===== src/rtl/snn_pkg.sv =====
package snn_pkg;

    ////////////////////
    // parameter select codes
    ////////////////////

    // host select code, sent along with the load strobe
    typedef enum logic [2:0] {
        SEL_TICK_PERIOD = 3'd0,
        SEL_WEIGHT      = 3'd1,
        SEL_GAIN        = 3'd2,
        SEL_THRESHOLD   = 3'd3,
        SEL_LEAK_SHIFT  = 3'd4
    } param_sel_e;

    ////////////////////
    // widths
    ////////////////////

    // host data word
    localparam int DATA_W = 32;

    // synaptic current and membrane, both signed
    localparam int CUR_W = 32;

    // gain fraction, 1024 stands for 1.0
    localparam int FRAC_BITS = 10;

    ////////////////////
    // reset defaults
    ////////////////////

    // tick every 8 cycles
    localparam logic [DATA_W-1:0] DEF_TICK_PERIOD = 32'd7;

    // increment per captured spike
    localparam logic signed [CUR_W-1:0] DEF_WEIGHT = 32'sd4096;

    // unity gain
    localparam logic signed [DATA_W-1:0] DEF_GAIN = 32'sd1024;

    // firing level of the membrane
    localparam logic signed [CUR_W-1:0] DEF_THRESHOLD = 32'sd20000;

    // membrane leaks 1/16 per tick
    localparam logic [4:0] DEF_LEAK_SHIFT = 5'd4;

endpackage

===== src/rtl/lif_neuron.sv =====
module lif_neuron (
    input  logic                              ep50trig,
    input  logic                              reset_global,
    input  logic                              sim_reset,
    input  logic                              tick,
    input  logic signed [snn_pkg::CUR_W-1:0]  current,
    input  logic signed [snn_pkg::DATA_W-1:0] gain,
    input  logic signed [snn_pkg::CUR_W-1:0]  threshold,
    input  logic        [4:0]                 leak_shift,
    output logic signed [snn_pkg::CUR_W-1:0]  scaled_current,
    output logic                              spike
);

    ////////////////////
    // gain stage
    ////////////////////

    // full product, both operands signed
    logic signed [snn_pkg::CUR_W+snn_pkg::DATA_W-1:0] gain_prod;

    // product with the gain fraction removed
    logic signed [snn_pkg::CUR_W+snn_pkg::DATA_W-1:0] gain_frac;

    // low word of the scaled product
    logic signed [snn_pkg::CUR_W-1:0] scaled_next;

    assign gain_prod   = current * gain;
    assign gain_frac   = gain_prod >>> snn_pkg::FRAC_BITS;
    assign scaled_next = gain_frac[snn_pkg::CUR_W-1:0];

    ////////////////////
    // leaky membrane
    ////////////////////

    // membrane potential, kept at 0 or above
    logic signed [snn_pkg::CUR_W-1:0] membrane;

    // leak, membrane/2^leak_shift
    logic signed [snn_pkg::CUR_W-1:0] leak_term;

    // candidate membrane after this tick
    logic signed [snn_pkg::CUR_W-1:0] mem_next;

    // threshold crossed
    logic fire;

    assign leak_term = membrane >>> leak_shift;
    assign mem_next  = membrane + scaled_next - leak_term;
    assign fire      = (mem_next >= threshold);

    always_ff @(posedge ep50trig)
    begin
        if (reset_global || sim_reset)
        begin
            scaled_current <= '0;
            membrane       <= '0;
            spike          <= 1'b0;
        end
        else if (tick)
        begin
            // uses the synapse current from before its own tick update
            scaled_current <= scaled_next;
            spike          <= fire;
            if (fire)
            begin
                // reset to rest after firing
                membrane <= '0;
            end
            else if (mem_next < 0)
            begin
                // floor, no hyperpolarization below rest
                membrane <= '0;
            end
            else
            begin
                membrane <= mem_next;
            end
        end
        else
        begin
            // spike lasts one cycle only
            spike <= 1'b0;
        end
    end

endmodule


===== config.mk =====
export PLATFORM = sky130hd
export DESIGN_NAME = lif_neuron
export DESIGN_NICKNAME = d
export VERILOG_FILES = /design/src/rtl/snn_pkg.sv /design/src/rtl/lif_neuron.sv
export SDC_FILE = /design/constraint.sdc
export NUM_CORES = 2
export LEC_CHECK = 0
export ABC_AREA = 1
export BUFFER_PORTS_ARGS = -buffer_cell sky130_fd_sc_hd__clkbuf_2
export CORE_ASPECT_RATIO = 0.6
export CORE_MARGIN = 1.5
export CORE_UTILIZATION = 55
export DETAILED_ROUTE_END_ITERATION = 12
export PLACE_DENSITY = 0.83
export SETUP_SLACK_MARGIN = 0.15
export SLEW_MARGIN = 40
export SYNTH_ARGS = -nofsm -noshare
export SYNTH_HDL_FRONTEND = slang
export SYNTH_SLANG_ARGS = --single-unit
export TNS_END_PERCENT = 50

===== constraint.sdc =====
create_clock -name ep50trig -period 20.1 [get_ports ep50trig]
set_input_delay 1.005 -clock ep50trig [delete_from_list [all_inputs] [get_ports ep50trig]]
set_output_delay 1.005 -clock ep50trig [all_outputs]
set_load 0.02 [all_outputs]

==> qor.log <==
[drt] highest metal layer with signal wires met4
[global_routing] number of global-route vias before repair 29100
[placed_design] placer congestion estimate 1.03
[clock_tree] number of sinks on the clock net 64
[placed_design] placed cell count 5269
[run] count of max-cap constraint violations 0
[sta] share of the clock period used by the worst path after layout 0.652
[drt] vias per inst 5.29
[sta] worst hold slack 467 ps
[global_routing] GR Overflow Total 0
[clock_tree] depth of the CTS H-tree 3
[floorplan] initial cell density of the core 0.562
[global_routing] wire length of the first global-routing pass 156000 um
[setup_path] critical-path maximum fanout 32
[clock_tree] count of hold-fix buffers inserted at cts 0
[clock_tree] register clock-pin slew on the reported worst setup and hold paths 60 ps
[clock_tree] buffer levels on the longest clock path 2
[drt] total via count after detailed routing 28000
[drt] Detail Route met3 WL 15200 um
[global_routing] maximum number of pins on one net before global-route repair 62
[floorplan] Die Outline Area 62500 um^2
[sta] measured slew at the worst slew-check pin 1040 ps
[setup_path] endpoint arrival time on the critical path 13370 ps
[cells_and_area] most frequent cells in the layout inv_1, nand2_1, fa_1, ha_1, clkbuf_2
[synth] Ys Warns 0
[min_path] type of the worst min-delay path reg -> reg
[run_status] result of the run finished, final reports clean
[setup_path] data required time of the critical path 20370 ps
[synth] ys async rst share 0
[synth] Mapped Area 33500 um^2
[sta] final hold violation count 0
[sta] post-route minimum period 13100 ps
[cells_and_area] post-layout utilization of the core 0.583
[sta] Slew Limit Headroom 0.299
[sta] unrepaired setup endpoints after global routing false
[floorplan] number of rows in the core area 69
[clock_tree] Post CTS Setup Buffer Count 0
[synth] cell count after synthesis 4506
[synth] FF+latch count, synth 64
[cells_and_area] filler-free cell count of the finished design 5285
[cells_and_area] number of nets at the end of the flow 5515
[setup_path] crit start category input pin
[clock_tree] post-CTS resize count 0
[global_routing] antenna violations before repair 0
[cells_and_area] layout cells sized above 1 0.0575
[synth] number of synthesized flops with an enable pin 0
[floorplan] Die Span X 322 um
[drt] number of nets with antenna violations after routing 0
[cells_and_area] Inserted Diodes 0
[cells_and_area] most common cell after layout, fill and taps aside inv_1
[global_routing] global router's overall resource usage 0.320
[clock_tree] TritonCTS clock tree done
[drt] total iterations of the first detailed-routing run 6
[synth] Post-synth top flop dfxtp_1
[setup_path] critical path class in -> reg
[drt] number of remaining DRC errors 0
[cells_and_area] Syn-to-layout area delta 3.79%
[placed_design] buffers added on ports 137
[sta] fmax 76.4 MHz
[floorplan] count of pins on the block boundary 138
[drt] drt wl/cell 17.9 um
[setup_path] highest cell delay on the worst timing path 660 ps
[drt] starting DRC count in detailed routing 3544
[setup_path] category of the worst setup path capture point flop
[clock_tree] number of buffers created by CTS 9
[drt] routed length on met1 39500 um
[floorplan] area of the core 59700 um^2
[sta] Post-Route Setup TNS 0 ps
[synth] total nets after synthesis 5557
[drt] DRT Wirelength 94500 um
[clock_tree] clock latency on the worst-skew pair 350 ps
[sta] Final Max Tran Viols 0
[clock_tree] CTS root buf clkbuf_16
[drt] wire length on met2 37600 um
[sta] Final setup viols 0
[synth] register area share after synthesis 0.0382
[synth] number of unique standard cell types used by synthesis 47
[sta] Layout Skew 7.71 ps
[floorplan] Die H 194 um
[setup_path] critical path's most frequent cell inv_1
[synth] syn_area_per_cell 7.44 um^2
[placed_design] detailed placer's ending HPWL 78600 um
[setup_path] cell at the slowest stage of the critical path clkbuf_2
-- per-layer routing --
metal / GRT usage / up-vias
met1: 0.466 / 13500
li1: - / 12600
met5: 0 / -
met4: 0.0657 / 0
met3: 0.127 / 172
met2: 0.448 / 1684
-- cell type report --
type                       instances  area, um^2
sequential                        64        1280
tap                              816        1020
clock inverter                     5        56.3
timing repair buffer             152         811
multi-input combinational       2787       25900
inverter                        1450        5440
clock buffer                      11         243
fill                            5329       24900
-- cell usage after synthesis, drive strengths merged (2+ instances only) --
cell,count,area share
inv,1448,0.16
nand2,1139,0.13
fa,725,0.43
ha,221,0.083
clkbuf,162,0.018
a21oi,141,0.024
o21ai,127,0.019
nor2,109,0.012
nand3,99,0.020
dfxtp,64,0.038
buf,43,0.0078
xor2,40,0.010
o211ai,36,0.0081
mux2i,32,0.0096
xnor2,32,0.0084
nand4,15,0.0028
nor3,12,0.0018
or2,8,0.0015
o21a,7,0.0016
a31oi,6,0.0011
a21o,5,0.0011
nand3b,5,0.0011
nor4,5,0.00093
a211oi,4,0.00090
and2,4,0.00075
o21bai,3,0.00067
clkinv,2,0.00022
o22ai,2,0.00037
o311ai,2,0.00052
o31ai,2,0.00045
-- registers in the layout (all words and copies together), names as in the netlist --
name,count
membrane,31
scaled_current,32
spike,1
-- path summary, 6_finish.rpt --
| kind | startpoint | to | slack (ps) | cells past startpoint |
|---|---|---|---|---|
| min | membrane[30] | membrane[30] | 470 | 2 |
| max | current[7] | membrane[0] | 7000 | 52 |
| min reg2reg | membrane[30] | membrane[30] | 470 | 2 |
| max reg2reg | membrane[25] | membrane[0] | 12060 | 32 |
-- worst max-delay path, delay by kind of cell --
kind / cells / cell delay [ps]
AOI/OAI and AO/OA: 9 / 1940
xor gates and xnor gates: 1 / 170
adders and majority gates: 12 / 5160
buffers and inverters: 12 / 1690
and+or+nand+nor: 18 / 3360
-- cell families (layout without fill, tap and decap cells) --
logic type	count (synthesis)	count (layout)	share of synthesized area
xor gates and xnor gates	72	72	0.0188
and+or+nand+nor	1396	1396	0.169
DFF	64	64	0.0382
muxes	32	32	0.00956
AOI/OAI and AO/OA	341	341	0.0598
adders and majority gates	946	946	0.516
buffers and inverters	1655	1618	0.188
-- stage by stage --
stage	worst slack (ps)	cell area, um^2
2_1_floorplan	8900	33500
5_1_grt	6250	34800
6_report	7000	34800
3_3_place_gp	7230	34500
4_1_cts	7220	34800
3_5_place_dp	6930	34500
Power is not shown: default switching activity piles up to over one toggle a cycle in this logic, so the estimate is an artifact.
