<file path="config.mk">
export PLATFORM = sky130hd
export DESIGN_NAME = synapse
export DESIGN_NICKNAME = d
export VERILOG_FILES = /design/src/rtl/snn_pkg.sv /design/src/rtl/synapse.sv
export SDC_FILE = /design/constraint.sdc
export NUM_CORES = 1
export LEC_CHECK = 0
export ABC_AREA = 1
export BUFFER_PORTS_ARGS = -buffer_cell sky130_fd_sc_hd__buf_2
export CORE_AREA = 3 3 120 122
export CTS_BUF_LIST = sky130_fd_sc_hd__clkbuf_16
export DETAILED_ROUTE_END_ITERATION = 12
export DIE_AREA = 0 0 123 125
export SYNTH_ARGS = -nofsm -noshare
export SYNTH_HDL_FRONTEND = slang
export SYNTH_SLANG_ARGS = --single-unit
</file>
<file path="constraint.sdc">
create_clock -name ep50trig -period 3.8 [get_ports ep50trig]
set_input_delay 0.76 -clock ep50trig [delete_from_list [all_inputs] [get_ports ep50trig]]
set_output_delay 0.76 -clock ep50trig [all_outputs]
set_load 0.05 [all_outputs]
</file>
<file path="src/rtl/snn_pkg.sv">
package snn_pkg;

    ////////////////////
    // parameter select codes
    ////////////////////

    // host select code, sent along with the load strobe
    typedef enum logic [2:0] {
        SEL_TICK_PERIOD = 3'd0,
        SEL_WEIGHT      = 3'd1,
        SEL_GAIN        = 3'd2,
        SEL_THRESHOLD   = 3'd3,
        SEL_LEAK_SHIFT  = 3'd4
    } param_sel_e;

    ////////////////////
    // widths
    ////////////////////

    // host data word
    localparam int DATA_W = 32;

    // synaptic current and membrane, both signed
    localparam int CUR_W = 32;

    // gain fraction, 1024 stands for 1.0
    localparam int FRAC_BITS = 10;

    ////////////////////
    // reset defaults
    ////////////////////

    // tick every 8 cycles
    localparam logic [DATA_W-1:0] DEF_TICK_PERIOD = 32'd7;

    // increment per captured spike
    localparam logic signed [CUR_W-1:0] DEF_WEIGHT = 32'sd4096;

    // unity gain
    localparam logic signed [DATA_W-1:0] DEF_GAIN = 32'sd1024;

    // firing level of the membrane
    localparam logic signed [CUR_W-1:0] DEF_THRESHOLD = 32'sd20000;

    // membrane leaks 1/16 per tick
    localparam logic [4:0] DEF_LEAK_SHIFT = 5'd4;

endpackage
</file>
<file path="src/rtl/synapse.sv">
module synapse #(
    parameter int DECAY_SHIFT = 3
) (
    input  logic                             ep50trig,
    input  logic                             reset_global,
    input  logic                             sim_reset,
    input  logic                             tick,
    input  logic                             spike_in,
    input  logic signed [snn_pkg::CUR_W-1:0] weight,
    output logic signed [snn_pkg::CUR_W-1:0] current
);

    ////////////////////
    // spike capture
    ////////////////////

    // sticky flag, holds a spike seen between two ticks
    logic spike_pend;

    // spike counted in this tick, flagged earlier or arriving now
    logic spike_hit;

    assign spike_hit = spike_pend || spike_in;

    ////////////////////
    // current update
    ////////////////////

    // exponential decay step, current/2^DECAY_SHIFT
    logic signed [snn_pkg::CUR_W-1:0] decay_term;

    // weighted increment for this tick
    logic signed [snn_pkg::CUR_W-1:0] inc_term;

    // value the current takes at the end of a tick cycle
    logic signed [snn_pkg::CUR_W-1:0] current_next;

    assign decay_term   = current >>> DECAY_SHIFT;
    assign inc_term     = spike_hit ? weight : '0;
    assign current_next = current - decay_term + inc_term;

    always_ff @(posedge ep50trig)
    begin
        if (reset_global || sim_reset)
        begin
            spike_pend <= 1'b0;
            current    <= '0;
        end
        else if (tick)
        begin
            // flag consumed by this tick
            spike_pend <= 1'b0;
            current    <= current_next;
        end
        else if (spike_in)
        begin
            spike_pend <= 1'b1;
        end
    end

endmodule

</file>
==> results_dict.tcl <==
set metrics [dict create \
    grt_use_total_pct 17.51 \
    area_growth_pct 13.94 \
    synth_cell_types 28 \
    gp_congestion 0.8838 \
    busiest_layer "met2" \
    routed_wl_mm 12.74 \
    drv_slew 0 \
    drtAntennaViolNets 0 \
    grt_pass1_vias 4387 \
    leakage_nw 3.433 \
    powerDensity_nw_per_um2 490.7 \
    yosys-mux-area-fraction_pct 0 \
    post_cts_buffers 0 \
    drt_iter0_drc 201 \
    intPower_mw 1.200 \
    antenna_found_initial 0 \
    endpoint_kind "flip-flop" \
    cts_sinks 33 \
    fin_skew_ns 0.004131 \
    cts_tree "built" \
    syn_inst 805 \
    met1_usage_pct 25.31 \
    grt_setup_unrepaired "false" \
    slowest_stage "fa_1" \
    grt_util_met2_pct 27.57 \
    cts.clk_slew.worst_paths_ns 0.06 \
    synth_compound_area_share_pct 7.989 \
    synth_seq_cells 33 \
    die_area_sq_um 15380 \
    initial_utilization_pct 35.10 \
    grt_max_degree 47 \
    syn_nets 905 \
    firstDrtPassIters 4 \
    wl_per_cell_um 12.19 \
    cts-root-buf "clkbuf_16" \
    power_switching_share_pct 54.01 \
    place_hpwl_mm 10.45 \
    p_switching_mw 1.410 \
    cp.required_ns 3.99 \
    die_y_um 125 \
    relSlewSlack_pct 45.47 \
    grt_overflow 0 \
    worstSkewPairLatency_ns 0.29 \
    layout-drive-gt1-share_pct 10.93 \
    synth_area_sq_um 4667 \
    cts-resized-gates 0 \
    status "finished, final reports clean" \
    synth_xor_area_share_pct 2.815 \
    path_delay_family "adder cells" \
    grt_pass1_wl_mm 21.49 \
    hold_violations 0 \
    crit_fanout 32 \
    clock_path_buffers 2 \
    fmax_mhz 326.4 \
    synthAdderAreaFrac_pct 21.88 \
    io_buffers 68 \
    via_count 4523 \
    worstPathCellList "buf_2 -> nor2_1 -> inv_1 -> buf_12 -> nand2_1 -> fa_1 -> inv_1 -> fa_1 -> nand3_1 -> nand3_1 -> nand2_1 -> nand2_1 -> nand2_1 -> nand2_1 -> nand2_1 -> nand2_1 -> o21ai_1 -> inv_1" \
    ios 69 \
    use_met3_pct 2.484 \
    min_period_over_period_pct 80.62 \
    cts_buffers 5 \
    drc_errors 0 \
    period_needed_ns 3.064 \
    cp.buffers_inverters 5 \
    synth_top_family_by_area "simple AND/OR/NAND/NOR gates" \
    yosys_warnings 0 \
    tns_ns 0 \
    pwr-share-comb_pct 68.5 \
    avgSynthCellArea_sq_um 5.797 \
    worst_path_most_repeated_cell "nand2_1" \
    worst_pin_slew_ns 0.8168 \
    critical_path_class "in2reg" \
    htreeDepth 2 \
    power.total_mw 2.610 \
    pwr-share-clk_pct 15.5 \
    worst_ir_drop_vdd_v 0.0002330 \
    cpPeakStageDelay_ns 0.51 \
    hp-class "reg2reg" \
    die_w_um 123 \
    yosys.area_share.simple_pct 32.49 \
    layout.nets 968 \
    pwr-share-seq_pct 16.0 \
    diodes 0 \
    maxCapViolCount 0 \
    holdBufCountCts 0 \
    fp-row-count 42 \
    finalSetupViolCount 0 \
    core_sq_um 13300 \
    drt-vias-per-instance 4.328 \
    start_kind "primary input" \
    ys_seq_area_share_pct 14.16 \
    crit_arrival_ns 3.25 \
]
cell usage in the layout, fill, tap and decap left out, drive strengths merged:
cell    count
nand2     274
nand4       3
inv       239
a21oi      50
dfxtp      33
xor2       14
or2         1
nor3        4
o21ai      17
xnor2       1
a21o        1
clkbuf      5
clkinv      3
nor2       44
ha         32
fa         31
nand3      43
nand3b      1
a211oi      1
o21bai      3
buf        69
per-stage QoR:
step                hold slack [ns]  utilization (%)  instances  setup slack, ns  cell area (sq um)
floorplan                    0.5048                -        805           0.7152               4667
global placement             0.4737            38.96       1037           0.4334               5180
detailed placement           0.4822            38.96       1037           0.4184               5180
CTS                          0.4915            40.00       1045           0.7221               5318
global route                 0.5217            40.00       1045           0.4620               5318
finish                       0.4841            40.00       1045           0.7363               5318
power by group through the flow:
| stage | registers [mW] | clock network, mW | logic (mW) |
|---|---|---|---|
| after floorplan | 0.527 | 0 | 1.26 |
| after global placement | 0.426 | 0 | 1.78 |
| after global routing | 0.423 | 0.430 | 2.06 |
| final | 0.417 | 0.405 | 1.79 |
| after detailed placement | 0.426 | 0 | 1.79 |
| after CTS | 0.419 | 0.422 | 1.80 |
synthesized netlist by cell type (all sizes together):
| master | instances | area (sq um) |
|---|---|---|
| nand2 | 274 | 1051 |
| inv | 239 | 897.1 |
| a21oi | 50 | 250.2 |
| nor2 | 44 | 172.7 |
| nand3 | 43 | 240.2 |
| dfxtp | 33 | 660.6 |
| ha | 32 | 400.4 |
| fa | 31 | 620.6 |
| o21ai | 17 | 85.08 |
| xor2 | 14 | 122.6 |
| clkbuf | 9 | 33.78 |
| nor3 | 4 | 20.02 |
| nand4 | 3 | 18.77 |
| o21bai | 3 | 22.52 |
| buf | 2 | 12.51 |
| a211oi | 1 | 7.510 |
| a21o | 1 | 7.510 |
| dlygate4sd1 | 1 | 8.760 |
| dlymetal6s2s | 1 | 12.51 |
| nand3b | 1 | 7.510 |
| or2 | 1 | 6.260 |
| xnor2 | 1 | 8.760 |
cell type report:
| class | count | area [sq um] |
|---|---|---|
| Multi-Input combinational cell | 520 | 3042 |
| Tap cell | 176 | 220.2 |
| Inverter | 239 | 897.1 |
| Clock inverter | 3 | 12.51 |
| Timing Repair Buffer | 69 | 360.3 |
| Clock buffer | 5 | 125.1 |
| Sequential cell | 33 | 660.6 |
| Fill cell | 1558 | 7978 |
tightest hold or removal path, delay by kind of cell (launching register included):
kind / cells / cell delay [ns]
compound gates: 1 / 0.05
flops: 1 / 0.32
simple gates: 1 / 0.06
final timing paths:
| check | start | endpoint | slack [ns] | cells past startpoint |
|---|---|---|---|---|
| max | spike_in | current[16] | 0.74 | 18 |
| min | current[0] | current[0] | 0.48 | 2 |
| max reg2reg | spike_pend | current[16] | 0.96 | 17 |
| min reg2reg | current[0] | current[0] | 0.48 | 2 |
sequential cells by signal, summed over array words and instances (netlist names):
| register | count |
|---|---|
| spike_pend | 1 |
| current | 32 |
metal layers:
metal | wire [um] | part of all wire, %
met1 | 6357 | 50
met2 | 5628 | 44
met3 | 606 | 4.8
met4 | 149 | 1.2
met5 | 0 | 0
cells by family (layout without fill, tap and decap cells):
| group | after synthesis | in the layout |
|---|---|---|
| AO/OA/AOI/OAI | 72 | 72 |
| AND/OR/NAND/NOR | 370 | 370 |
| adder cells (fa/ha/maj) | 63 | 63 |
| XOR/XNOR | 15 | 15 |
| flip-flops | 33 | 33 |
| buffers and inverters | 252 | 316 |
No activity file was read; power rests on OpenSTA's default activity.
