`src/rtl/snn_pkg.sv`:
```
package snn_pkg;

    ////////////////////
    // parameter select codes
    ////////////////////

    // host select code, sent along with the load strobe
    typedef enum logic [2:0] {
        SEL_TICK_PERIOD = 3'd0,
        SEL_WEIGHT      = 3'd1,
        SEL_GAIN        = 3'd2,
        SEL_THRESHOLD   = 3'd3,
        SEL_LEAK_SHIFT  = 3'd4
    } param_sel_e;

    ////////////////////
    // widths
    ////////////////////

    // host data word
    localparam int DATA_W = 32;

    // synaptic current and membrane, both signed
    localparam int CUR_W = 32;

    // gain fraction, 1024 stands for 1.0
    localparam int FRAC_BITS = 10;

    ////////////////////
    // reset defaults
    ////////////////////

    // tick every 8 cycles
    localparam logic [DATA_W-1:0] DEF_TICK_PERIOD = 32'd7;

    // increment per captured spike
    localparam logic signed [CUR_W-1:0] DEF_WEIGHT = 32'sd4096;

    // unity gain
    localparam logic signed [DATA_W-1:0] DEF_GAIN = 32'sd1024;

    // firing level of the membrane
    localparam logic signed [CUR_W-1:0] DEF_THRESHOLD = 32'sd20000;

    // membrane leaks 1/16 per tick
    localparam logic [4:0] DEF_LEAK_SHIFT = 5'd4;

endpackage
```
`src/rtl/param_regs.sv`:
```
module param_regs (
    input  logic                              ep50trig,
    input  logic                              reset_global,
    input  logic                              param_load,
    input  snn_pkg::param_sel_e               param_sel,
    input  logic        [snn_pkg::DATA_W-1:0] param_data,
    output logic        [snn_pkg::DATA_W-1:0] tick_period,
    output logic signed [snn_pkg::CUR_W-1:0]  weight,
    output logic signed [snn_pkg::DATA_W-1:0] gain,
    output logic signed [snn_pkg::CUR_W-1:0]  threshold,
    output logic        [4:0]                 leak_shift
);

    ////////////////////
    // host parameter registers
    ////////////////////

    // one strobe, the select code picks the target
    // new value seen by the network from the next cycle on
    always_ff @(posedge ep50trig)
    begin
        if (reset_global)
        begin
            tick_period <= snn_pkg::DEF_TICK_PERIOD;
            weight      <= snn_pkg::DEF_WEIGHT;
            gain        <= snn_pkg::DEF_GAIN;
            threshold   <= snn_pkg::DEF_THRESHOLD;
            leak_shift  <= snn_pkg::DEF_LEAK_SHIFT;
        end
        else if (param_load)
        begin
            case (param_sel)
                snn_pkg::SEL_TICK_PERIOD:
                begin
                    tick_period <= param_data;
                end
                snn_pkg::SEL_WEIGHT:
                begin
                    weight <= param_data;
                end
                snn_pkg::SEL_GAIN:
                begin
                    // signed, fraction of 1024
                    gain <= param_data;
                end
                snn_pkg::SEL_THRESHOLD:
                begin
                    threshold <= param_data;
                end
                snn_pkg::SEL_LEAK_SHIFT:
                begin
                    // only the low bits mean anything for a 32-bit shift
                    leak_shift <= param_data[4:0];
                end
                default:
                begin
                    // unused codes leave every register alone
                end
            endcase
        end
    end

endmodule

```
`config.mk`:
```
export PLATFORM = sky130hd
export DESIGN_NAME = param_regs
export DESIGN_NICKNAME = d
export VERILOG_FILES = /design/src/rtl/snn_pkg.sv /design/src/rtl/param_regs.sv
export SDC_FILE = /design/constraint.sdc
export NUM_CORES = 1
export LEC_CHECK = 0
export ABC_AREA = 1
export BUFFER_PORTS_ARGS = -buffer_cell sky130_fd_sc_hd__buf_2
export CAP_MARGIN = 25
export CORE_ASPECT_RATIO = 1.2
export CORE_MARGIN = 2
export CORE_UTILIZATION = 54
export DETAILED_ROUTE_END_ITERATION = 8
export PLACE_DENSITY_LB_ADDON = 0.1
export RECOVER_POWER = 50
export SLEW_MARGIN = 20
export SYNTH_ARGS = -nofsm -noshare
export SYNTH_HDL_FRONTEND = slang
export SYNTH_SLANG_ARGS = --single-unit
```
`constraint.sdc`:
```
create_clock -name ep50trig -period 3.2 [get_ports ep50trig]
set_input_delay 0.64 -clock ep50trig [delete_from_list [all_inputs] [get_ports ep50trig]]
set_output_delay 0.64 -clock ep50trig [all_outputs]
set_load 0.01 [all_outputs]
```
==> PnR_summary.wiki, run 1 <==
{| class="wikitable"
! Metric !! Value
|-
| Result of the run || completed
|-
| Maximum frequency from static timing analysis || 0.4340 GHz
|-
| Biggest area consumer among synthesized cells || sky130_fd_sc_hd__dfxtp_1
|-
| Number of nets with antenna violations after routing || 0
|-
| Postcts setup bufs || 0
|-
| Count of warnings emitted by yosys || 0
|-
| Fraction of final layout cells sized beyond drive strength 1 || 0.1094
|-
| Post-Place Setup Slack || 1077 ps
|-
| Die Footprint || 10,680 µm²
|-
| DRT Wirelength || approximately 15 mm
|-
| Vias after detailed routing || ~5,300
|-
| Root Buffer || sky130_fd_sc_hd__clkbuf_16
|-
| Number of CTS-inserted buffers || 17
|-
| VDD IR max || 0.3878 mV
|-
| Setup Skew || 0 ps
|-
| Gr usage total || 0.2757
|-
| Number of pins exceeding their max-slew limit in the final report || 0
|-
| CTS sink cnt || between 100 and 150
|-
| Cell with the most instances after synthesis || sky130_fd_sc_hd__nor2_1
|-
| Buffers from clock root to sink, at most || 2
|-
| Met3 usage || 0.07923
|-
| Met1 track demand over resource in global routing || 0.3299
|-
| Nets || 948
|-
| Number of global-route vias before repair || 4,904
|-
| Final critical-path setup slack || 895.7 ps
|-
| Data arrival, critical path || 2640 ps
|-
| Fraction of post-synthesis cell area in the top cell type by area || 0.4995
|-
| Pin count of the biggest net entering global routing || 71
|-
| Max-capacitance violation count || 0
|-
| Most used flip-flop cell after synthesis || sky130_fd_sc_hd__dfxtp_1
|-
| Class of the worst hold path || in2reg
|-
| Power Density || 593.5 nW/µm²
|-
| Most heavily used metal layer in global routing || met2
|-
| Critical path peak fanout || 70
|-
| Critical path required time || between 3000 and 4000 ps
|-
| Later-pin clock latency in the skew report || roughly 400 ps
|-
| Hold Vio Cnt, Final || 0
|-
| Wire length of the first global-routing pass || between 20 and 25 mm
|-
| Diode insertion count for antenna repair || 0
|-
| Fraction of synthesis flops using an asynchronous set or reset pin || 0
|-
| Y dimension of the die || 112.8 µm
|-
| Clock tree from TritonCTS || yes
|-
| Net count after synthesis || 800
|-
| Count of buffers from port buffering || 170
|-
| Worst rel slew slack || 0.09328
|-
| Period utilization || 0.7201
|-
| DRC marker count from the first detailed-route iteration || 360
|-
| Met2 routing resource usage after global routing || 0.4638
|-
| First drt pass iteration count || 7
|-
| Final Total Pwr || 0.003869 W
|-
| Gp weighted congestion || ~0.82
|-
| Clock-pin slew on the worst setup and hold paths || around 60 ps
|-
| # rows || 39
|-
| Setup repair after global routing missed its margin || no
|-
| Antenna violations before repair || 0
|-
| Setup tns final || 0 ps
|-
| Boundary Pins || ~170
|-
| X dimension of the die || 94.70 µm
|-
| Sum of overflow across all layers after global routing || 0
|-
| CTS H-Tree Depth || 4
|-
| Hold-fix buffers, CTS || 0
|-
| Utilization after layout || 0.6816
|-
| Layout-stage area growth over the synthesis result || 22.30%
|-
| Average cell area after synthesis || 6.995 µm²
|-
| Instance area after placement || ~6000 µm²
|-
| Top area cells in the synthesized netlist || sky130_fd_sc_hd__dfxtp_1, sky130_fd_sc_hd__nor2_1, sky130_fd_sc_hd__nand3_1
|-
| Floorplan core area || 9564 µm²
|-
| Sequential cell area fraction in the yosys report || 0.4995
|-
| Design area || 6519 µm²
|-
| Launching element type of the critical path || input port
|-
| Synth top cells by count || sky130_fd_sc_hd__nor2_1, sky130_fd_sc_hd__nand2_1, sky130_fd_sc_hd__dfxtp_1, sky130_fd_sc_hd__nand3_1, sky130_fd_sc_hd__inv_1
|-
| P_leak || 2.897 nW
|-
| CP endpoint kind || flop
|-
| Resized Gates After CTS || 0
|-
| Flip-flop and latch count after synthesis || about 130
|-
| Least-Margin Pin Slew || 1360 ps
|-
| Count of unique library cells instantiated by Yosys || 15
|-
| Post-Syn Instances || 762
|-
| Critical Setup Path Class || in2reg
|-
| Estimated wirelength of the detail-placed design || between 9 and 10 mm
|-
| Clock period minus final worst setup slack || 2304 ps
|-
| Routed len/inst || 14.10 µm
|-
| Total of endpoints with negative setup slack in the final report || 0
|-
| Initial core utilization || 0.5573
|-
| Post-synth EDFFs || 0
|-
| Vias/cell || roughly 5.1
|-
| DRC viols || 0
|-
| Total standard cell area after synthesis || 5330 µm²
|}
[metal layers]
| layer | share of wire | wire length, µm |
|---|---|---|
| met2 | 0.50 | 7373 |
| met5 | 0 | 0 |
| met1 | 0.40 | 5957 |
| met4 | 0.024 | 352 |
| met3 | 0.072 | 1066 |
[cells by family (layout without fill, tap and decap cells)]
| logic type | count (synthesis) | after routing | synth area share |
|---|---|---|---|
| AO/OA/AOI/OAI | 1 | 1 | 0.0009381 |
| buffers and inverters | 89 | 250 | 0.08263 |
| flip-flops | 133 | 133 | 0.4995 |
| AND/OR/NAND/NOR | 539 | 539 | 0.4169 |
[area by class of cell]
type	count	area, µm²
sequential	133	2663
inverter	39	148.9
fill	925	3045
timing repair buffer	179	778.2
clock inverter	7	47.55
multi-input combinational	540	2232
tap	123	153.9
clock buffer	25	495.5
[where the power goes]
part	switching [W]	internal, W
clock	0.000681	0.00107
sequential	0.0000332	0.00172
combinational	0.000251	0.000118
total	0.000965	0.00290
[metrics by stage]
| stage | instances | hold WS, ps |
|---|---|---|
| floorplan | 762 | 491.1 |
| global placement | 1014 | 433.3 |
| detailed placement | 1014 | 444.7 |
| CTS | 1046 | 442.6 |
| global route | 1046 | 467.5 |
| finish | 1046 | 450.8 |
[state kept, by name (all words and copies together) (netlist names)]
name / cells
gain: 32
weight: 32
tick_period: 32
leak_shift: 5
threshold: 32
[critical path: stages]
cell,delay [ps]
sky130_fd_sc_hd__clkbuf_1,100
sky130_fd_sc_hd__inv_4,440
sky130_fd_sc_hd__clkbuf_2,1120
sky130_fd_sc_hd__nand2_1,150
sky130_fd_sc_hd__nor2_1,140
[placed cells by master, fill, tap and decap left out]
cell type | Yosys | layout
sky130_fd_sc_hd__clkinv_4 | 0 | 2
sky130_fd_sc_hd__buf_2 | 25 | 50
sky130_fd_sc_hd__inv_2 | 5 | 4
sky130_fd_sc_hd__inv_4 | 0 | 1
sky130_fd_sc_hd__nor2_1 | 245 | 245
sky130_fd_sc_hd__o21ai_0 | 1 | 1
sky130_fd_sc_hd__nor2_4 | 2 | 3
sky130_fd_sc_hd__clkbuf_16 | 0 | 17
sky130_fd_sc_hd__clkbuf_2 | 0 | 1
sky130_fd_sc_hd__nand3_1 | 133 | 133
sky130_fd_sc_hd__buf_4 | 12 | 7
sky130_fd_sc_hd__clkbuf_1 | 3 | 124
sky130_fd_sc_hd__nand2_2 | 1 | 1
sky130_fd_sc_hd__clkinv_2 | 0 | 3
sky130_fd_sc_hd__nor2_2 | 6 | 5
sky130_fd_sc_hd__inv_1 | 34 | 34
sky130_fd_sc_hd__dfxtp_1 | 133 | 133
sky130_fd_sc_hd__buf_12 | 0 | 1
sky130_fd_sc_hd__clkinvlp_4 | 0 | 2
sky130_fd_sc_hd__nand2_1 | 152 | 152
sky130_fd_sc_hd__clkbuf_8 | 0 | 4
[final timing paths]
| check | startpoint | slack (ps) | endpoint | cells after the start |
|---|---|---|---|---|
| worst max register to register | leak_shift[2] | 2550 | leak_shift[2] | 2 |
| worst min register to register | threshold[14] | 470 | threshold[14] | 2 |
| worst max-delay path | reset_global | 900 | gain[26] | 5 |
| worst min-delay path | param_data[1] | 450 | tick_period[1] | 3 |
(Power assumes the default switching activity.)
==> run 2: changes to the inputs <==
Settings changed: CORE_UTILIZATION 54 to 51.
Clock period 3.2 ns to 2.2 ns, I/O delays scaled along.
==> run 2 against run 1 <==
Setup slack got worse by 140 ps; die area increased by 5.7%; clock power increased by 60%; non-clock buffer count increased by 5; critical path depth increased by 2; global-route usage decreased by 1.9 points; highest routed layer unchanged; wire length decreased by 1.8%; sequential share of layout area decreased by 1.5 points; clock skew unchanged; clock-buffer cell count decreased by 4; worst hold slack got worse by 200 ps.
==> PnR_summary.wiki, run 2 (synthesized netlist as in run 1, its figures left out) <==
{| class="wikitable"
! Metric !! Value
|-
| Depth of the most critical reg-to-reg path || 2 (unchanged)
|-
| Buffers from clock root to sink, at most || 2 (unchanged)
|-
| Pin count of the biggest net entering global routing || 82 (+15%)
|-
| Resized Gates After CTS || 0 (unchanged)
|-
| Max-capacitance violation count || 0 (unchanged)
|-
| CTS H-Tree Depth || 4 (unchanged)
|-
| Clock period minus final worst setup slack || about 1400 ps
|-
| Commonest non-fill, non-tap cell in the layout || sky130_fd_sc_hd__nor2_1
|-
| Period utilization || 0.6587
|-
| Result of the run || completed
|-
| Seq. cell area || 2663 µm² (unchanged)
|-
| Count of buffers from port buffering || 170 (unchanged)
|-
| Hold-fix buffers, CTS || 0 (unchanged)
|-
| # rows || 40 (+2.6%)
|-
| VDD IR max || 0.5499 mV (+42%)
|-
| DRC marker count from the first detailed-route iteration || 353 (-1.9%)
|-
| Data arrival, critical path || 1750 ps (-890 ps)
|-
| Number of global-route vias before repair || 4,765 (-2.8%)
|-
| Nets || 953 (+0.53%)
|-
| Vias/cell || 5.075 (+0.12%)
|-
| Sum of overflow across all layers after global routing || 0 (unchanged)
|-
| Later-pin clock latency in the skew report || 400 ps (about the same)
|-
| Setup tns final || 0 ps (unchanged)
|-
| Cell count of the worst hold path || 3 (unchanged)
|-
| Clock-pin slew on the worst setup and hold paths || 60 ps (about the same)
|-
| Instance area after placement || 6193 µm² (+0.86%)
|-
| Fraction of final layout cells sized beyond drive strength 1 || 0.2360 (+0.1266)
|-
| Total of endpoints with negative setup slack in the final report || 0 (unchanged)
|-
| Class of the worst hold path || in2reg
|-
| Number of nets with antenna violations after routing || 0 (unchanged)
|-
| Y dimension of the die || 116.0 µm (+2.8%)
|-
| Area taken by multi-input logic gates || 2232 µm² (unchanged)
|-
| Antenna violations before repair || 0 (unchanged)
|-
| Critical path peak fanout || 32 (-54%)
|-
| Diode insertion count for antenna repair || 0 (unchanged)
|-
| Internal reg-to-reg setup slack || 1570 ps (-980 ps)
|-
| Power Density || 872.0 nW/µm² (+47%)
|-
| Leading cell types in the layout, fill and taps excluded || sky130_fd_sc_hd__nor2_1, sky130_fd_sc_hd__buf_2, sky130_fd_sc_hd__nand2_1, sky130_fd_sc_hd__nand3_1, sky130_fd_sc_hd__dfxtp_1
|-
| Critical path required time || 2510 ps (-1030 ps)
|-
| Routed len/inst || 13.74 µm (-2.5%)
|-
| Wire length of the first global-routing pass || 23.18 mm (+0.12%)
|-
| Critical Setup Path Class || in2reg
|-
| CP endpoint kind || flop
|-
| Worst hold path startpoint || param_data[0]
|-
| Launching element type of the critical path || input port
|-
| Die Footprint || 11,290 µm² (+5.7%)
|-
| DRC viols || 0 (unchanged)
|-
| Worst Hold End || tick_period[0]
|-
| Least-Margin Pin Slew || 790.2 ps (-569.9 ps)
|-
| CTS sink cnt || 133 (unchanged)
|-
| Hold Vio Cnt, Final || 0 (unchanged)
|-
| Gr usage total || 0.2564 (-0.01927)
|-
| Boundary Pins || 171 (unchanged)
|-
| Vias after detailed routing || 5,349 (+0.89%)
|-
| Number of filler cells placed in the layout || 943 (+1.9%)
|-
| Maximum frequency from static timing analysis || approximately 0.69 GHz
|-
| Setup Skew || 0 ps (unchanged)
|-
| Setup repair after global routing missed its margin || no
|-
| Number of CTS-inserted buffers || 17 (unchanged)
|-
| Postcts setup bufs || 0 (unchanged)
|-
| Clock tree from TritonCTS || yes
|-
| Initial core utilization || 0.5272 (-0.03007)
|-
| DRT Wirelength || 14.49 mm (-1.8%)
|-
| Gp weighted congestion || 0.8249 (+0.15%)
|-
| Estimated wirelength of the detail-placed design || 9.690 mm (-1.5%)
|-
| Floorplan core area || 10,110 µm² (+5.7%)
|-
| Worst rel slew slack || 0.4732 (+0.3799)
|-
| First drt pass iteration count || 7 (unchanged)
|-
| Design area || 6761 µm² (+3.7%)
|-
| Layout-stage area growth over the synthesis result || 26.85%
|-
| P_leak || 3.411 nW (+18%)
|-
| Number of pins exceeding their max-slew limit in the final report || 0 (unchanged)
|-
| Worst hold slack || 252.1 ps (-198.6 ps)
|-
| X dimension of the die || 97.33 µm (+2.8%)
|-
| Endpoint of the most critical register-to-register path || threshold[6]
|-
| Origin of the critical flop-to-flop path || threshold[6]
|-
| Root Buffer || sky130_fd_sc_hd__clkbuf_16
|}
run 2: cell types whose count changed in the layout (fill, tap and decap cells not counted), moves of 2 or more:
cell / previous run / this run
sky130_fd_sc_hd__clkbuf_1: 124 / 9
sky130_fd_sc_hd__buf_2: 50 / 164
sky130_fd_sc_hd__clkinv_2: 3 / 8
sky130_fd_sc_hd__bufinv_16: 0 / 3
sky130_fd_sc_hd__clkbuf_8: 4 / 1
sky130_fd_sc_hd__buf_12: 1 / 3
sky130_fd_sc_hd__clkbuf_2: 1 / 3
sky130_fd_sc_hd__clkinv_4: 2 / 0
sky130_fd_sc_hd__inv_1: 34 / 36
sky130_fd_sc_hd__inv_2: 4 / 2
run 2: critical path, cell delays in order:
cell and delay [ps]:
sky130_fd_sc_hd__clkbuf_1 190, sky130_fd_sc_hd__inv_1 110, sky130_fd_sc_hd__nor2_2 80, sky130_fd_sc_hd__clkbuf_2 590, sky130_fd_sc_hd__nand3_1 160, sky130_fd_sc_hd__nand2_1 100, sky130_fd_sc_hd__nor2_1 40
run 2: routing by layer:
layer | global-route usage | routed length (µm)
met1 | 0.3200 | 5953
met2 | 0.4347 | 7025
met3 | 0.06514 | 1243
met4 | 0.09444 | 263
met5 | 0 | 0
run 2: worst max-delay path by stage:
stage,cells after the start,from,to,slack (ps)
after floorplan,4,reset_global,gain[10],940
after global placement,6,param_sel[1],threshold[14],590
after detailed placement,6,param_sel[1],threshold[9],500
after CTS,1,tick_period[14],tick_period[14],830
after global routing,7,param_sel[0],weight[4],590
final,7,param_sel[0],weight[25],750
run 2: final cells by class:
class / instances / area share
multi-input cells: 540 / 0.3301
inverters: 39 / 0.02184
clock buffers: 21 / 0.06662
well taps: 126 / 0.02332
repair buffers: 184 / 0.1447
flip-flops and latches: 133 / 0.3938
clock inverters: 11 / 0.01962
run 2: power breakdown:
group	internal (W)	total, W	switching (W)
Clock	0.00180	0.00280	0.00100
Sequential	0.00250	0.00254	0.0000462
Combinational	0.000195	0.000558	0.000363
Total	0.00449	0.00590	0.00141
run 2: per-stage QoR:
step	std cells	util	setup slack, ps	power (W)
2_1_floorplan	762	-	941.7	0.002950
3_3_place_gp	1022	0.6126	585.0	0.003139
3_5_place_dp	1022	0.6126	503.0	0.003151
4_1_cts	1054	0.6703	831.0	0.005933
5_1_grt	1054	0.6688	589.7	0.006119
6_report	1054	0.6688	750.9	0.005896
