`config.mk`:
```
export PLATFORM = sky130hd
export DESIGN_NAME = tick_gen
export DESIGN_NICKNAME = d
export VERILOG_FILES = /design/src/rtl/snn_pkg.sv /design/src/rtl/tick_gen.sv
export SDC_FILE = /design/constraint.sdc
export NUM_CORES = 1
export LEC_CHECK = 0
export BUFFER_PORTS_ARGS = -buffer_cell sky130_fd_sc_hd__buf_4
export CAP_MARGIN = 20
export CORE_MARGIN = 2
export CORE_UTILIZATION = 47
export CTS_CLUSTER_DIAMETER = 150
export DETAILED_ROUTE_END_ITERATION = 10
export PLACE_DENSITY = 0.68
export SKIP_CTS_REPAIR_TIMING = 1
export SLEW_MARGIN = 20
export SYNTH_ARGS = -nofsm -noshare
export SYNTH_HDL_FRONTEND = slang
export SYNTH_SLANG_ARGS = --single-unit
```
`constraint.sdc`:
```
create_clock -name ep50trig -period 2.55 [get_ports ep50trig]
set_clock_uncertainty 0.15 [all_clocks]
set_input_delay 0.255 -clock ep50trig [delete_from_list [all_inputs] [get_ports ep50trig]]
set_output_delay 0.255 -clock ep50trig [all_outputs]
set_load 0.03 [all_outputs]
```
`src/rtl/snn_pkg.sv`:
```
package snn_pkg;

    ////////////////////
    // parameter select codes
    ////////////////////

    // host select code, sent along with the load strobe
    typedef enum logic [2:0] {
        SEL_TICK_PERIOD = 3'd0,
        SEL_WEIGHT      = 3'd1,
        SEL_GAIN        = 3'd2,
        SEL_THRESHOLD   = 3'd3,
        SEL_LEAK_SHIFT  = 3'd4
    } param_sel_e;

    ////////////////////
    // widths
    ////////////////////

    // host data word
    localparam int DATA_W = 32;

    // synaptic current and membrane, both signed
    localparam int CUR_W = 32;

    // gain fraction, 1024 stands for 1.0
    localparam int FRAC_BITS = 10;

    ////////////////////
    // reset defaults
    ////////////////////

    // tick every 8 cycles
    localparam logic [DATA_W-1:0] DEF_TICK_PERIOD = 32'd7;

    // increment per captured spike
    localparam logic signed [CUR_W-1:0] DEF_WEIGHT = 32'sd4096;

    // unity gain
    localparam logic signed [DATA_W-1:0] DEF_GAIN = 32'sd1024;

    // firing level of the membrane
    localparam logic signed [CUR_W-1:0] DEF_THRESHOLD = 32'sd20000;

    // membrane leaks 1/16 per tick
    localparam logic [4:0] DEF_LEAK_SHIFT = 5'd4;

endpackage
```
`src/rtl/tick_gen.sv`:
```
module tick_gen (
    input  logic                       ep50trig,
    input  logic                       reset_global,
    input  logic                       sim_reset,
    input  logic [snn_pkg::DATA_W-1:0] tick_period,
    output logic                       tick
);

    ////////////////////
    // neuron update tick
    ////////////////////

    // cycle count inside the current tick period
    logic [snn_pkg::DATA_W-1:0] tick_cnt;

    // one-cycle enable at the terminal count
    // >= also ends a period when the host shrinks it below the running count
    assign tick = (tick_cnt >= tick_period);

    // counts 0 .. tick_period, so tick_period+1 cycles per tick
    always_ff @(posedge ep50trig)
    begin
        if (reset_global || sim_reset)
        begin
            tick_cnt <= '0;
        end
        else if (tick)
        begin
            // restart the period
            tick_cnt <= '0;
        end
        else
        begin
            tick_cnt <= tick_cnt + 1'b1;
        end
    end

endmodule

```
==> results_dict.tcl, run 1 <==
set metrics [dict create \
    status "finished with violations" \
    violations_in_the_final_reports "setup timing" \
    layout_worst_path_cycle_share_pct 103 \
    maximum_fanout_count_along_the_critical_path 4 \
    via_count_of_the_first_global_routing_pass 1779 \
    n_antenna_cell 0 \
    worstSetupEndpointType "primary output" \
    setup_repair_after_global_routing_missed_its_margin "true" \
    synthesis.nets 336 \
    critical_path_arrival_ns 2.23 \
    clk_pin_slew_worst_paths_ns 0.06 \
    drtIter0Drc 71 \
    floorplan.initialDensity_pct 49.4 \
    largest_register_ffs 32 \
    grt_first_pass_wirelength_um 7320 \
    finalSetupViolCount 1 \
    worstSetupPathType "reg2out" \
    most_area_consuming_cells_after_synthesis "sky130_fd_sc_hd__dfxtp_1 (30%), sky130_fd_sc_hd__ha_1 (19%), sky130_fd_sc_hd__xor2_1 (7.7%)" \
    count_of_maximum_capacitance_violations 0 \
    post_route_cells_drive_above_1_share_pct 23.3 \
    finalNonFillerCells 369 \
    grt_max_degree 21 \
    ios 36 \
    leakagePower_uw 0.00124 \
    buffers_plus_inverters_on_the_worst_setup_path 1 \
    synth_top_cell_by_area "sky130_fd_sc_hd__dfxtp_1" \
    route.detailed.drc 0 \
    rr_worst_depth 8 \
    achievable-frequency_ghz 0.379 \
    worst_setup_path_start_kind "flop" \
    placement.setup.worst_slack_ns 0.123 \
    ant_nets 0 \
    max-slew-margin-rel_pct 75.5 \
    std_cell_rows 24 \
    vias 1868 \
    post_synth.cell_area_avg_um2 8.08 \
    finalMaxSlewViolations 0 \
    powerDensity_nw_per_um2 370 \
    routed_via_density 5.06 \
    die_width_um 71.9 \
    critical_path_required_ns 2.14 \
    yosysSeqAreaShare_pct 29.6 \
    die-area_um2 5160 \
    worst_slew_pin_slew_ns 0.364 \
    hold_viol_final 0 \
    grt_antenna_before_repair 0 \
    synthesis.yosys.warnings 0 \
    min_path_type "reg2reg" \
    cts.root.buffer_cell "sky130_fd_sc_hd__clkbuf_8" \
    period_needed_ns 2.64 \
    fin_ws_ns -0.0868 \
    crit_chain "ha_1 > nand2_1 > or3_4 > a2111oi_4 > nor4_2 > o21ai_1 > buf_4" \
    critical-path-top-delay-family "simple AND/OR/NAND/NOR gates" \
    clock_sink_count 32 \
    cts_inserted_buffers 5 \
    htree_num_levels 2 \
    cts_tree "built" \
    globalRouteOverflowTotal 0 \
    synth_top_area_share_pct 29.6 \
    ys_seq_elements 32 \
    syn-instance-count 268 \
    worstSetupPathDepth 7 \
    synthesis.area_um2 2160 \
    drt_first_pass_iters 4 \
    portBuffers 35 \
    post-route-cell-area_um2 2770 \
    routed_wire_length_per_instance_um 11.8 \
    detailed_place.area_um2 2510 \
    area_delta_synth_final_pct 27.9 \
    top_regs "tick_cnt (32)" \
    ir_worst_vdd_v 0.000210 \
    place.gp.congestion 0.743 \
    clock_latency_of_the_later_clocked_register_in_the_worst_skew_pair_ns 0.28 \
    clockBufferDepth 2 \
    worst_path_largest_cell_delay_ns 0.38 \
    die-height_um 71.9 \
    wl_um 4350 \
    hold-path-cell-count 1 \
    post_synth_num_cell_types 28 \
    registers.top_by_ff_count "tick_cnt" \
    critPathSlowestCell "sky130_fd_sc_hd__or3_4" \
    core_area_um2 4380 \
    grt_usage_pct 17.9 \
    place.detailed.instances 357 \
    finalNetCount 385 \
    hpwl_um 3270 \
]
kinds of logic after synthesis:
logic type	Yosys count	share of synthesized area (%)
AOI/OAI and AO/OA	28	9.08
xor gates and xnor gates	30	12.1
adders and majority gates	33	19.1
buffers and inverters	40	7.11
DFF	32	29.6
and+or+nand+nor	105	23.0
path summary, 6_finish.rpt:
kind	to	slack [ns]	start
hold reg to reg	tick_cnt[0]$_SDFF_PP0_	0.27	tick_cnt[0]$_SDFF_PP0_
setup reg to reg	tick_cnt[12]$_SDFF_PP0_	0.17	tick_cnt[10]$_SDFF_PP0_
hold / removal	tick_cnt[0]$_SDFF_PP0_	0.27	tick_cnt[0]$_SDFF_PP0_
setup / recovery	tick	-0.09	tick_cnt[10]$_SDFF_PP0_
synth_stat cells, drive strengths merged:
| cell type | count |
|---|---|
| and3 | 5 |
| nor2 | 44 |
| xor2 | 19 |
| nand2b | 1 |
| xnor2 | 11 |
| nand2 | 21 |
| o21ai | 6 |
| a21oi | 13 |
| nor4b | 1 |
| nand3 | 14 |
| a21o | 3 |
| dfxtp | 32 |
| or3 | 1 |
| o31a | 1 |
| and4 | 1 |
| ha | 33 |
| a211oi | 1 |
| o21a | 1 |
| buf | 3 |
| nor2b | 2 |
| nand4 | 11 |
| nor3 | 1 |
| inv | 37 |
| o211ai | 1 |
| nor4 | 3 |
| a2111oi | 2 |
through the flow:
stage / total power [µW] / TNS (ns) / hold slack [ns] / utilization, %
final: 1020 / -0.0868 / 0.266 / 63.2
after global routing: 1080 / -0.196 / 0.286 / 63.2
after CTS: 1030 / -0.189 / 0.302 / 59.6
after detailed placement: 615 / 0 / 0.306 / 57.4
after global placement: 613 / 0 / 0.296 / 57.4
after floorplan: 564 / 0 / 0.280 / -
cell type report:
class / instances / area, µm²
Fill cell: 402 / 1620
Multi-Input combinational cell: 196 / 1470
Sequential cell: 32 / 661
Timing Repair Buffer: 45 / 338
Inverter: 37 / 139
Clock buffer: 7 / 96.3
Tap cell: 52 / 65.1
per-layer routing:
metal,GRT usage [%],vias up,wire (µm)
met5,0,-,0
met4,5.03,0,21
met3,4.22,2,137
met2,30.1,24,2120
met1,22.9,856,2070
li1,-,986,-
power by group:
part / leakage [µW] / switching [µW] / total [µW] / internal (µW)
clock network: 0.0000503 / 173 / 413 / 240
logic: 0.000931 / 48.3 / 113 / 64.5
registers: 0.000263 / 1.39 / 499 / 497
total: 0.00124 / 222 / 1020 / 802
cell usage in the layout (no fill, tap or decap):
cell type,instances
sky130_fd_sc_hd__o31a_1,1
sky130_fd_sc_hd__a211oi_1,1
sky130_fd_sc_hd__nor4_2,2
sky130_fd_sc_hd__nand3_1,14
sky130_fd_sc_hd__and4_1,1
sky130_fd_sc_hd__o21ai_0,5
sky130_fd_sc_hd__o21a_1,1
sky130_fd_sc_hd__and3_1,5
sky130_fd_sc_hd__nor4b_1,1
sky130_fd_sc_hd__nand2_1,21
sky130_fd_sc_hd__nor2_1,44
sky130_fd_sc_hd__ha_1,27
sky130_fd_sc_hd__ha_4,6
sky130_fd_sc_hd__a21oi_1,13
sky130_fd_sc_hd__o211ai_2,1
sky130_fd_sc_hd__o21ai_1,1
sky130_fd_sc_hd__clkbuf_8,7
sky130_fd_sc_hd__dfxtp_1,24
sky130_fd_sc_hd__nor3_2,1
sky130_fd_sc_hd__inv_1,37
sky130_fd_sc_hd__a2111oi_4,2
sky130_fd_sc_hd__nor2b_1,2
sky130_fd_sc_hd__buf_4,45
sky130_fd_sc_hd__xor2_1,19
sky130_fd_sc_hd__a21o_1,3
sky130_fd_sc_hd__or3_4,1
sky130_fd_sc_hd__nand2b_4,1
sky130_fd_sc_hd__dfxtp_2,4
sky130_fd_sc_hd__nand4_1,11
sky130_fd_sc_hd__dfxtp_4,4
sky130_fd_sc_hd__nor4_1,1
sky130_fd_sc_hd__xnor2_1,11
Note: power is estimated with default switching activity, not from simulation.
==> run 2, diff against run 1 <==
--- a/config.mk
+++ b/config.mk
@@ -7,13 +7,14 @@
 export LEC_CHECK = 0
 export BUFFER_PORTS_ARGS = -buffer_cell sky130_fd_sc_hd__buf_4
 export CAP_MARGIN = 20
+export CORE_ASPECT_RATIO = 1.5
 export CORE_MARGIN = 2
 export CORE_UTILIZATION = 47
 export CTS_CLUSTER_DIAMETER = 150
 export DETAILED_ROUTE_END_ITERATION = 10
 export PLACE_DENSITY = 0.68
 export SKIP_CTS_REPAIR_TIMING = 1
-export SLEW_MARGIN = 20
+export SLEW_MARGIN = 25
 export SYNTH_ARGS = -nofsm -noshare
 export SYNTH_HDL_FRONTEND = slang
 export SYNTH_SLANG_ARGS = --single-unit
==> run 2 against run 1 <==
Compared with the run above:
- the run still ends with setup timing left
- final cell count fell by 1.6%
- maximum frequency up 2.1%
- non-clock buffer count fell by 3
- global-route usage decreased by 0.45 points
- critical path depth stayed put
- sequential power is essentially flat
- clock-buffer cell count shrank 1
- die area rose by 0.21%
- combinational power is essentially flat
- worst setup slack better by 0.054 ns
- largest power group unchanged
==> results_dict.tcl, run 2 (synthesis gave the netlist of run 1 again) <==
set metrics [dict create \
    leakagePower_uw 0.00124 \
    grt_antenna_before_repair 0 \
    total_switching_power_uw 240 \
    wl_um 4280 \
    critical_path_required_ns 2.14 \
    count_of_maximum_capacitance_violations 0 \
    detailed_place.area_um2 2510 \
    min_path_type "reg2reg" \
    finalSetupViolCount 1 \
    worstSetupPathType "reg2out" \
    place.gp.congestion 0.778 \
    top_regs "tick_cnt (32)" \
    cts_tree "built" \
    drtIter0Drc 35 \
    drt_first_pass_iters 4 \
    finalNetCount 382 \
    share_clk_of_total_power_pct 39.9 \
    vias 1868 \
    fin_ws_ns -0.0326 \
    ant_nets 0 \
    period_needed_ns 2.58 \
    largest_register_ffs 32 \
    cts.root.buffer_cell "sky130_fd_sc_hd__clkbuf_8" \
    placement.setup.worst_slack_ns 0.158 \
    n_antenna_cell 0 \
    cell_internal_pwr_uw 778 \
    status "finished with violations" \
    finalNonFillerCells 363 \
    netSwitchingFraction_pct 23.6 \
    worstSetupEndpointType "primary output" \
    post-route-cell-area_um2 2710 \
    mostFrequentLayoutCells "sky130_fd_sc_hd__nor2_1 (44), sky130_fd_sc_hd__buf_4 (41), sky130_fd_sc_hd__inv_1 (37), sky130_fd_sc_hd__ha_1 (30), sky130_fd_sc_hd__dfxtp_1 (24)" \
    place.detailed.instances 353 \
    globalRouteOverflowTotal 0 \
    route.detailed.drc 0 \
    post_route_cells_drive_above_1_share_pct 22.2 \
    clockBufferDepth 2 \
    finalMaxSlewViolations 0 \
    critical_path_arrival_ns 2.18 \
    grt_max_degree 17 \
    grt_first_pass_wirelength_um 6980 \
    share_comb_of_total_power_pct 10.8 \
    fill_cells 433 \
    setup_repair_after_global_routing_missed_its_margin "true" \
    routed_wire_length_per_instance_um 11.8 \
    multi_input_area_um2 1450 \
    worst_setup_path_start_kind "flop" \
    power.share.sequential_pct 49.3 \
    routed_via_density 5.15 \
    via_count_of_the_first_global_routing_pass 1679 \
    portBuffers 35 \
    die_width_um 59.4 \
    ir_worst_vdd_v 0.000293 \
    maximum_fanout_count_along_the_critical_path 4 \
    core_area_um2 4470 \
    final.hold.worst_slack_ns 0.277 \
    die-area_um2 5180 \
    clock_sink_count 32 \
    registers.top_by_ff_count "tick_cnt" \
    area_delta_synth_final_pct 25.1 \
    tns_ns -0.0326 \
    grt_usage_pct 17.4 \
    worst_slew_pin_slew_ns 0.548 \
    hpwl_um 3350 \
    powerDensity_nw_per_um2 376 \
    cts_inserted_buffers 5 \
    achievable-frequency_ghz 0.387 \
    clk_pin_slew_worst_paths_ns 0.07 \
    clock_latency_of_the_later_clocked_register_in_the_worst_skew_pair_ns 0.29 \
    std_cell_rows 30 \
    layout_worst_path_cycle_share_pct 101 \
    die-height_um 87.1 \
    ios 36 \
    hold_viol_final 0 \
    seqCellArea_um2 653 \
    htree_num_levels 2 \
    violations_in_the_final_reports "setup timing" \
    floorplan.initialDensity_pct 48.5 \
    layout.cells.most_common "sky130_fd_sc_hd__nor2_1" \
    max-slew-margin-rel_pct 63.1 \
]
==> run 2: cell types whose count changed in the layout (fill, tap and decap cells not counted), sizes merged <==
| cell | change |
|---|---|
| buf | -3 |
| clkbuf | -1 |
| clkinv | +2 |
==> run 2: worst paths after layout <==
kind                            from                      end  slack, ns  cells after the start
max          tick_cnt[14]$_SDFF_PP0_                     tick      -0.03                      7
min           tick_cnt[0]$_SDFF_PP0_   tick_cnt[0]$_SDFF_PP0_       0.28                      1
max reg2reg  tick_cnt[14]$_SDFF_PP0_  tick_cnt[30]$_SDFF_PP0_       0.19                      8
min reg2reg   tick_cnt[0]$_SDFF_PP0_   tick_cnt[0]$_SDFF_PP0_       0.28                      1
==> run 2: layout make-up <==
| type | count | area share [%] |
|---|---|---|
| Multi-Input combinational cell | 196 | 53.3 |
| Clock inverter | 2 | 0.370 |
| Tap cell | 48 | 2.22 |
| Inverter | 37 | 5.13 |
| Sequential cell | 32 | 24.1 |
| Timing Repair Buffer | 42 | 11.8 |
| Clock buffer | 6 | 3.05 |
==> run 2: through the flow <==
stage,power [µW],utilization (%)
floorplan,564,-
global placement,614,56.2
detailed placement,616,56.2
CTS,1020,58.3
global route,1060,60.6
finish,1020,60.6
==> run 2: critical path: stages, from the launching register on <==
cell                        delay (ns)
sky130_fd_sc_hd__dfxtp_4          0.36
sky130_fd_sc_hd__ha_4             0.26
sky130_fd_sc_hd__nand4_1          0.12
sky130_fd_sc_hd__or3_4            0.37
sky130_fd_sc_hd__a2111oi_4        0.38
sky130_fd_sc_hd__nor4_4           0.11
sky130_fd_sc_hd__o21ai_2          0.15
sky130_fd_sc_hd__buf_6            0.15
==> run 2: layer usage <==
metal	vias to the layer above	track usage, %	share of wire, %
li1	981	-	-
met3	6	3.12	3.0
met5	-	0	0
met2	31	31.1	54
met1	850	19.2	41
met4	0	8.47	1.5
==> run 2: power groups by stage <==
stage               clock network (µW)  logic [µW]  registers [µW]
floorplan                            0        50.3             514
global placement                     0         100             514
detailed placement                   0         102             514
CTS                                412         103             503
global route                       433         125             502
finish                             406         110             502
==> run 3, diff against run 2 <==
--- a/config.mk
+++ b/config.mk
@@ -6,14 +6,16 @@
 export NUM_CORES = 1
 export LEC_CHECK = 0
 export BUFFER_PORTS_ARGS = -buffer_cell sky130_fd_sc_hd__buf_4
-export CAP_MARGIN = 20
+export CAP_MARGIN = 10
 export CORE_ASPECT_RATIO = 1.5
 export CORE_MARGIN = 2
 export CORE_UTILIZATION = 47
 export CTS_CLUSTER_DIAMETER = 150
 export DETAILED_ROUTE_END_ITERATION = 10
 export PLACE_DENSITY = 0.68
+export REMOVE_ABC_BUFFERS = 1
 export SKIP_CTS_REPAIR_TIMING = 1
+export SKIP_LAST_GASP = 1
 export SLEW_MARGIN = 25
 export SYNTH_ARGS = -nofsm -noshare
 export SYNTH_HDL_FRONTEND = slang
==> run 3 against run 2 <==
Compared with the run above:
- first-iteration DRC count increased by 29%
- clock power increased by 4%
- largest cell class unchanged
- the run still ends with setup timing left
- worst hold slack improved by 0.0012 ns
- clock-buffer cell count increased by 1
- critical path depth unchanged
- non-clock buffer count decreased by 1
- sequential share of layout area increased by 0.056 points
- global-route usage increased by 0.38 points
- combinational power decreased by 4%
- highest routed layer unchanged
- critical path type unchanged
==> results_dict.tcl, run 3 (synthesis gave the netlist of run 1 again) <==
set metrics [dict create \
    cts_inserted_buffers 5 \
    top_regs "tick_cnt (32)" \
    total_switching_power_uw 228 \
    ios 36 \
    wl_um 4200 \
    floorplan.initialDensity_pct 48.5 \
    regToRegStartpoint "tick_cnt[9]$_SDFF_PP0_" \
    core_area_um2 4470 \
    cts.root.buffer_cell "sky130_fd_sc_hd__clkbuf_8" \
    grt_max_degree 33 \
    worstSetupStartpoint "tick_cnt[9]$_SDFF_PP0_" \
    leakagePower_uw 0.00123 \
    count_of_maximum_capacitance_violations 0 \
    portBuffers 35 \
    fill_cells 443 \
    tns_ns -0.0421 \
    clock_sink_count 32 \
    power.total_uw 1030 \
    finalMaxSlewViolations 0 \
    powerDensity_nw_per_um2 380 \
    drtIter0Drc 45 \
    finalNetCount 381 \
    ir_worst_vdd_v 0.000256 \
    min_path_type "reg2reg" \
    reg2reg_slack_ns 0.19 \
    layout_worst_path_cycle_share_pct 102 \
    routed_wire_length_per_instance_um 11.6 \
    clk_pin_slew_worst_paths_ns 0.06 \
    post-route-cell-area_um2 2700 \
    status "finished with violations" \
    grt_usage_pct 17.8 \
    worst_slew_pin_slew_ns 0.550 \
    netSwitchingFraction_pct 22.2 \
    die-area_um2 5180 \
    clockBufferDepth 2 \
    critical_path.endpoint "tick" \
    clock_latency_of_the_later_clocked_register_in_the_worst_skew_pair_ns 0.28 \
    largest_register_ffs 32 \
    ant_nets 0 \
    hpwl_um 3270 \
    std_cell_rows 30 \
    critical_path_required_ns 2.14 \
    area_delta_synth_final_pct 24.9 \
    critical_path_arrival_ns 2.19 \
    die-height_um 87.1 \
    route.detailed.drc 0 \
    cts_tree "built" \
    power.share.sequential_pct 48.7 \
    violations_in_the_final_reports "setup timing" \
    die_width_um 59.4 \
    max-slew-margin-rel_pct 63.0 \
    fin_ws_ns -0.0421 \
    grt_first_pass_wirelength_um 7090 \
    via_count_of_the_first_global_routing_pass 1693 \
    hold_viol_final 0 \
    finalSetupViolCount 1 \
    r2r-end "tick_cnt[6]$_SDFF_PP0_" \
    share_comb_of_total_power_pct 10.3 \
    share_clk_of_total_power_pct 41.0 \
    drt_first_pass_iters 4 \
    detailed_place.area_um2 2510 \
    cell_internal_pwr_uw 800 \
    placement.setup.worst_slack_ns 0.135 \
    worst_setup_path_start_kind "flop" \
    n_antenna_cell 0 \
    place.gp.congestion 0.756 \
    layout.cells.most_common "sky130_fd_sc_hd__nor2_1" \
    period_needed_ns 2.59 \
    mostFrequentLayoutCells "sky130_fd_sc_hd__nor2_1 (44), sky130_fd_sc_hd__buf_4 (40), sky130_fd_sc_hd__inv_1 (37), sky130_fd_sc_hd__ha_1 (30), sky130_fd_sc_hd__dfxtp_1 (26)" \
    registers.top_by_ff_count "tick_cnt" \
    routed_via_density 5.12 \
    worstSetupPathType "reg2out" \
    final_core_util_pct 60.5 \
    maximum_fanout_count_along_the_critical_path 5 \
    globalRouteOverflowTotal 0 \
    htree_num_levels 2 \
    worstSetupEndpointType "primary output" \
    achievable-frequency_ghz 0.386 \
    vias 1849 \
    setup_repair_after_global_routing_missed_its_margin "true" \
    post_route_cells_drive_above_1_share_pct 20.4 \
    rr_worst_depth 8 \
    grt_antenna_before_repair 0 \
]
[run 3: power groups by stage]
stage | clock network [µW] | logic, µW | registers (µW)
finish | 422 | 106 | 501
global route | 445 | 120 | 501
CTS | 429 | 103 | 503
detailed placement | 0 | 103 | 514
global placement | 0 | 102 | 514
floorplan | 0 | 48.3 | 514
[run 3: layout make-up]
| type | instances | area (µm²) | area share [%] |
|---|---|---|---|
| Timing Repair Buffer | 41 | 320 | 11.9 |
| Sequential cell | 32 | 653 | 24.2 |
| Clock buffer | 7 | 96.3 | 3.56 |
| Tap cell | 48 | 60.1 | 2.22 |
| Inverter | 37 | 139 | 5.14 |
| Multi-Input combinational cell | 196 | 1430 | 53.1 |
[run 3: how the worst min path moves through the flow]
stage	from	end	cells past startpoint
after global placement	tick_cnt[0]$_SDFF_PP0_	tick_cnt[0]$_SDFF_PP0_	1
after global routing	tick_cnt[0]$_SDFF_PP0_	tick_cnt[0]$_SDFF_PP0_	1
after CTS	reset_global	tick_cnt[1]$_SDFF_PP0_	5
after detailed placement	tick_cnt[0]$_SDFF_PP0_	tick_cnt[0]$_SDFF_PP0_	1
final	tick_cnt[0]$_SDFF_PP0_	tick_cnt[0]$_SDFF_PP0_	1
after floorplan	tick_cnt[0]$_SDFF_PP0_	tick_cnt[0]$_SDFF_PP0_	1
[run 3: metal layers]
| metal | vias up | track usage, % | part of all wire [%] |
|---|---|---|---|
| met5 | - | 0 | 0 |
| met4 | 0 | 7.44 | 2.0 |
| met3 | 6 | 2.67 | 3.4 |
| met2 | 36 | 31.9 | 50 |
| met1 | 821 | 20.3 | 45 |
| li1 | 986 | - | - |
[run 3: worst max-delay path, stage by stage (launching register included)]
cell and delay (ns):
sky130_fd_sc_hd__dfxtp_1 0.36, sky130_fd_sc_hd__ha_1 0.31, sky130_fd_sc_hd__nand2_1 0.05, sky130_fd_sc_hd__or3_4 0.39
sky130_fd_sc_hd__a2111oi_4 0.38, sky130_fd_sc_hd__nor4_4 0.10, sky130_fd_sc_hd__o21ai_1 0.14, sky130_fd_sc_hd__buf_4 0.17
[run 3: per-stage QoR]
| stage | hold slack, ns | cells |
|---|---|---|
| floorplan | 0.280 | 265 |
| global placement | 0.298 | 351 |
| detailed placement | 0.303 | 351 |
| CTS | 0.303 | 358 |
| global route | 0.293 | 361 |
| finish | 0.278 | 361 |
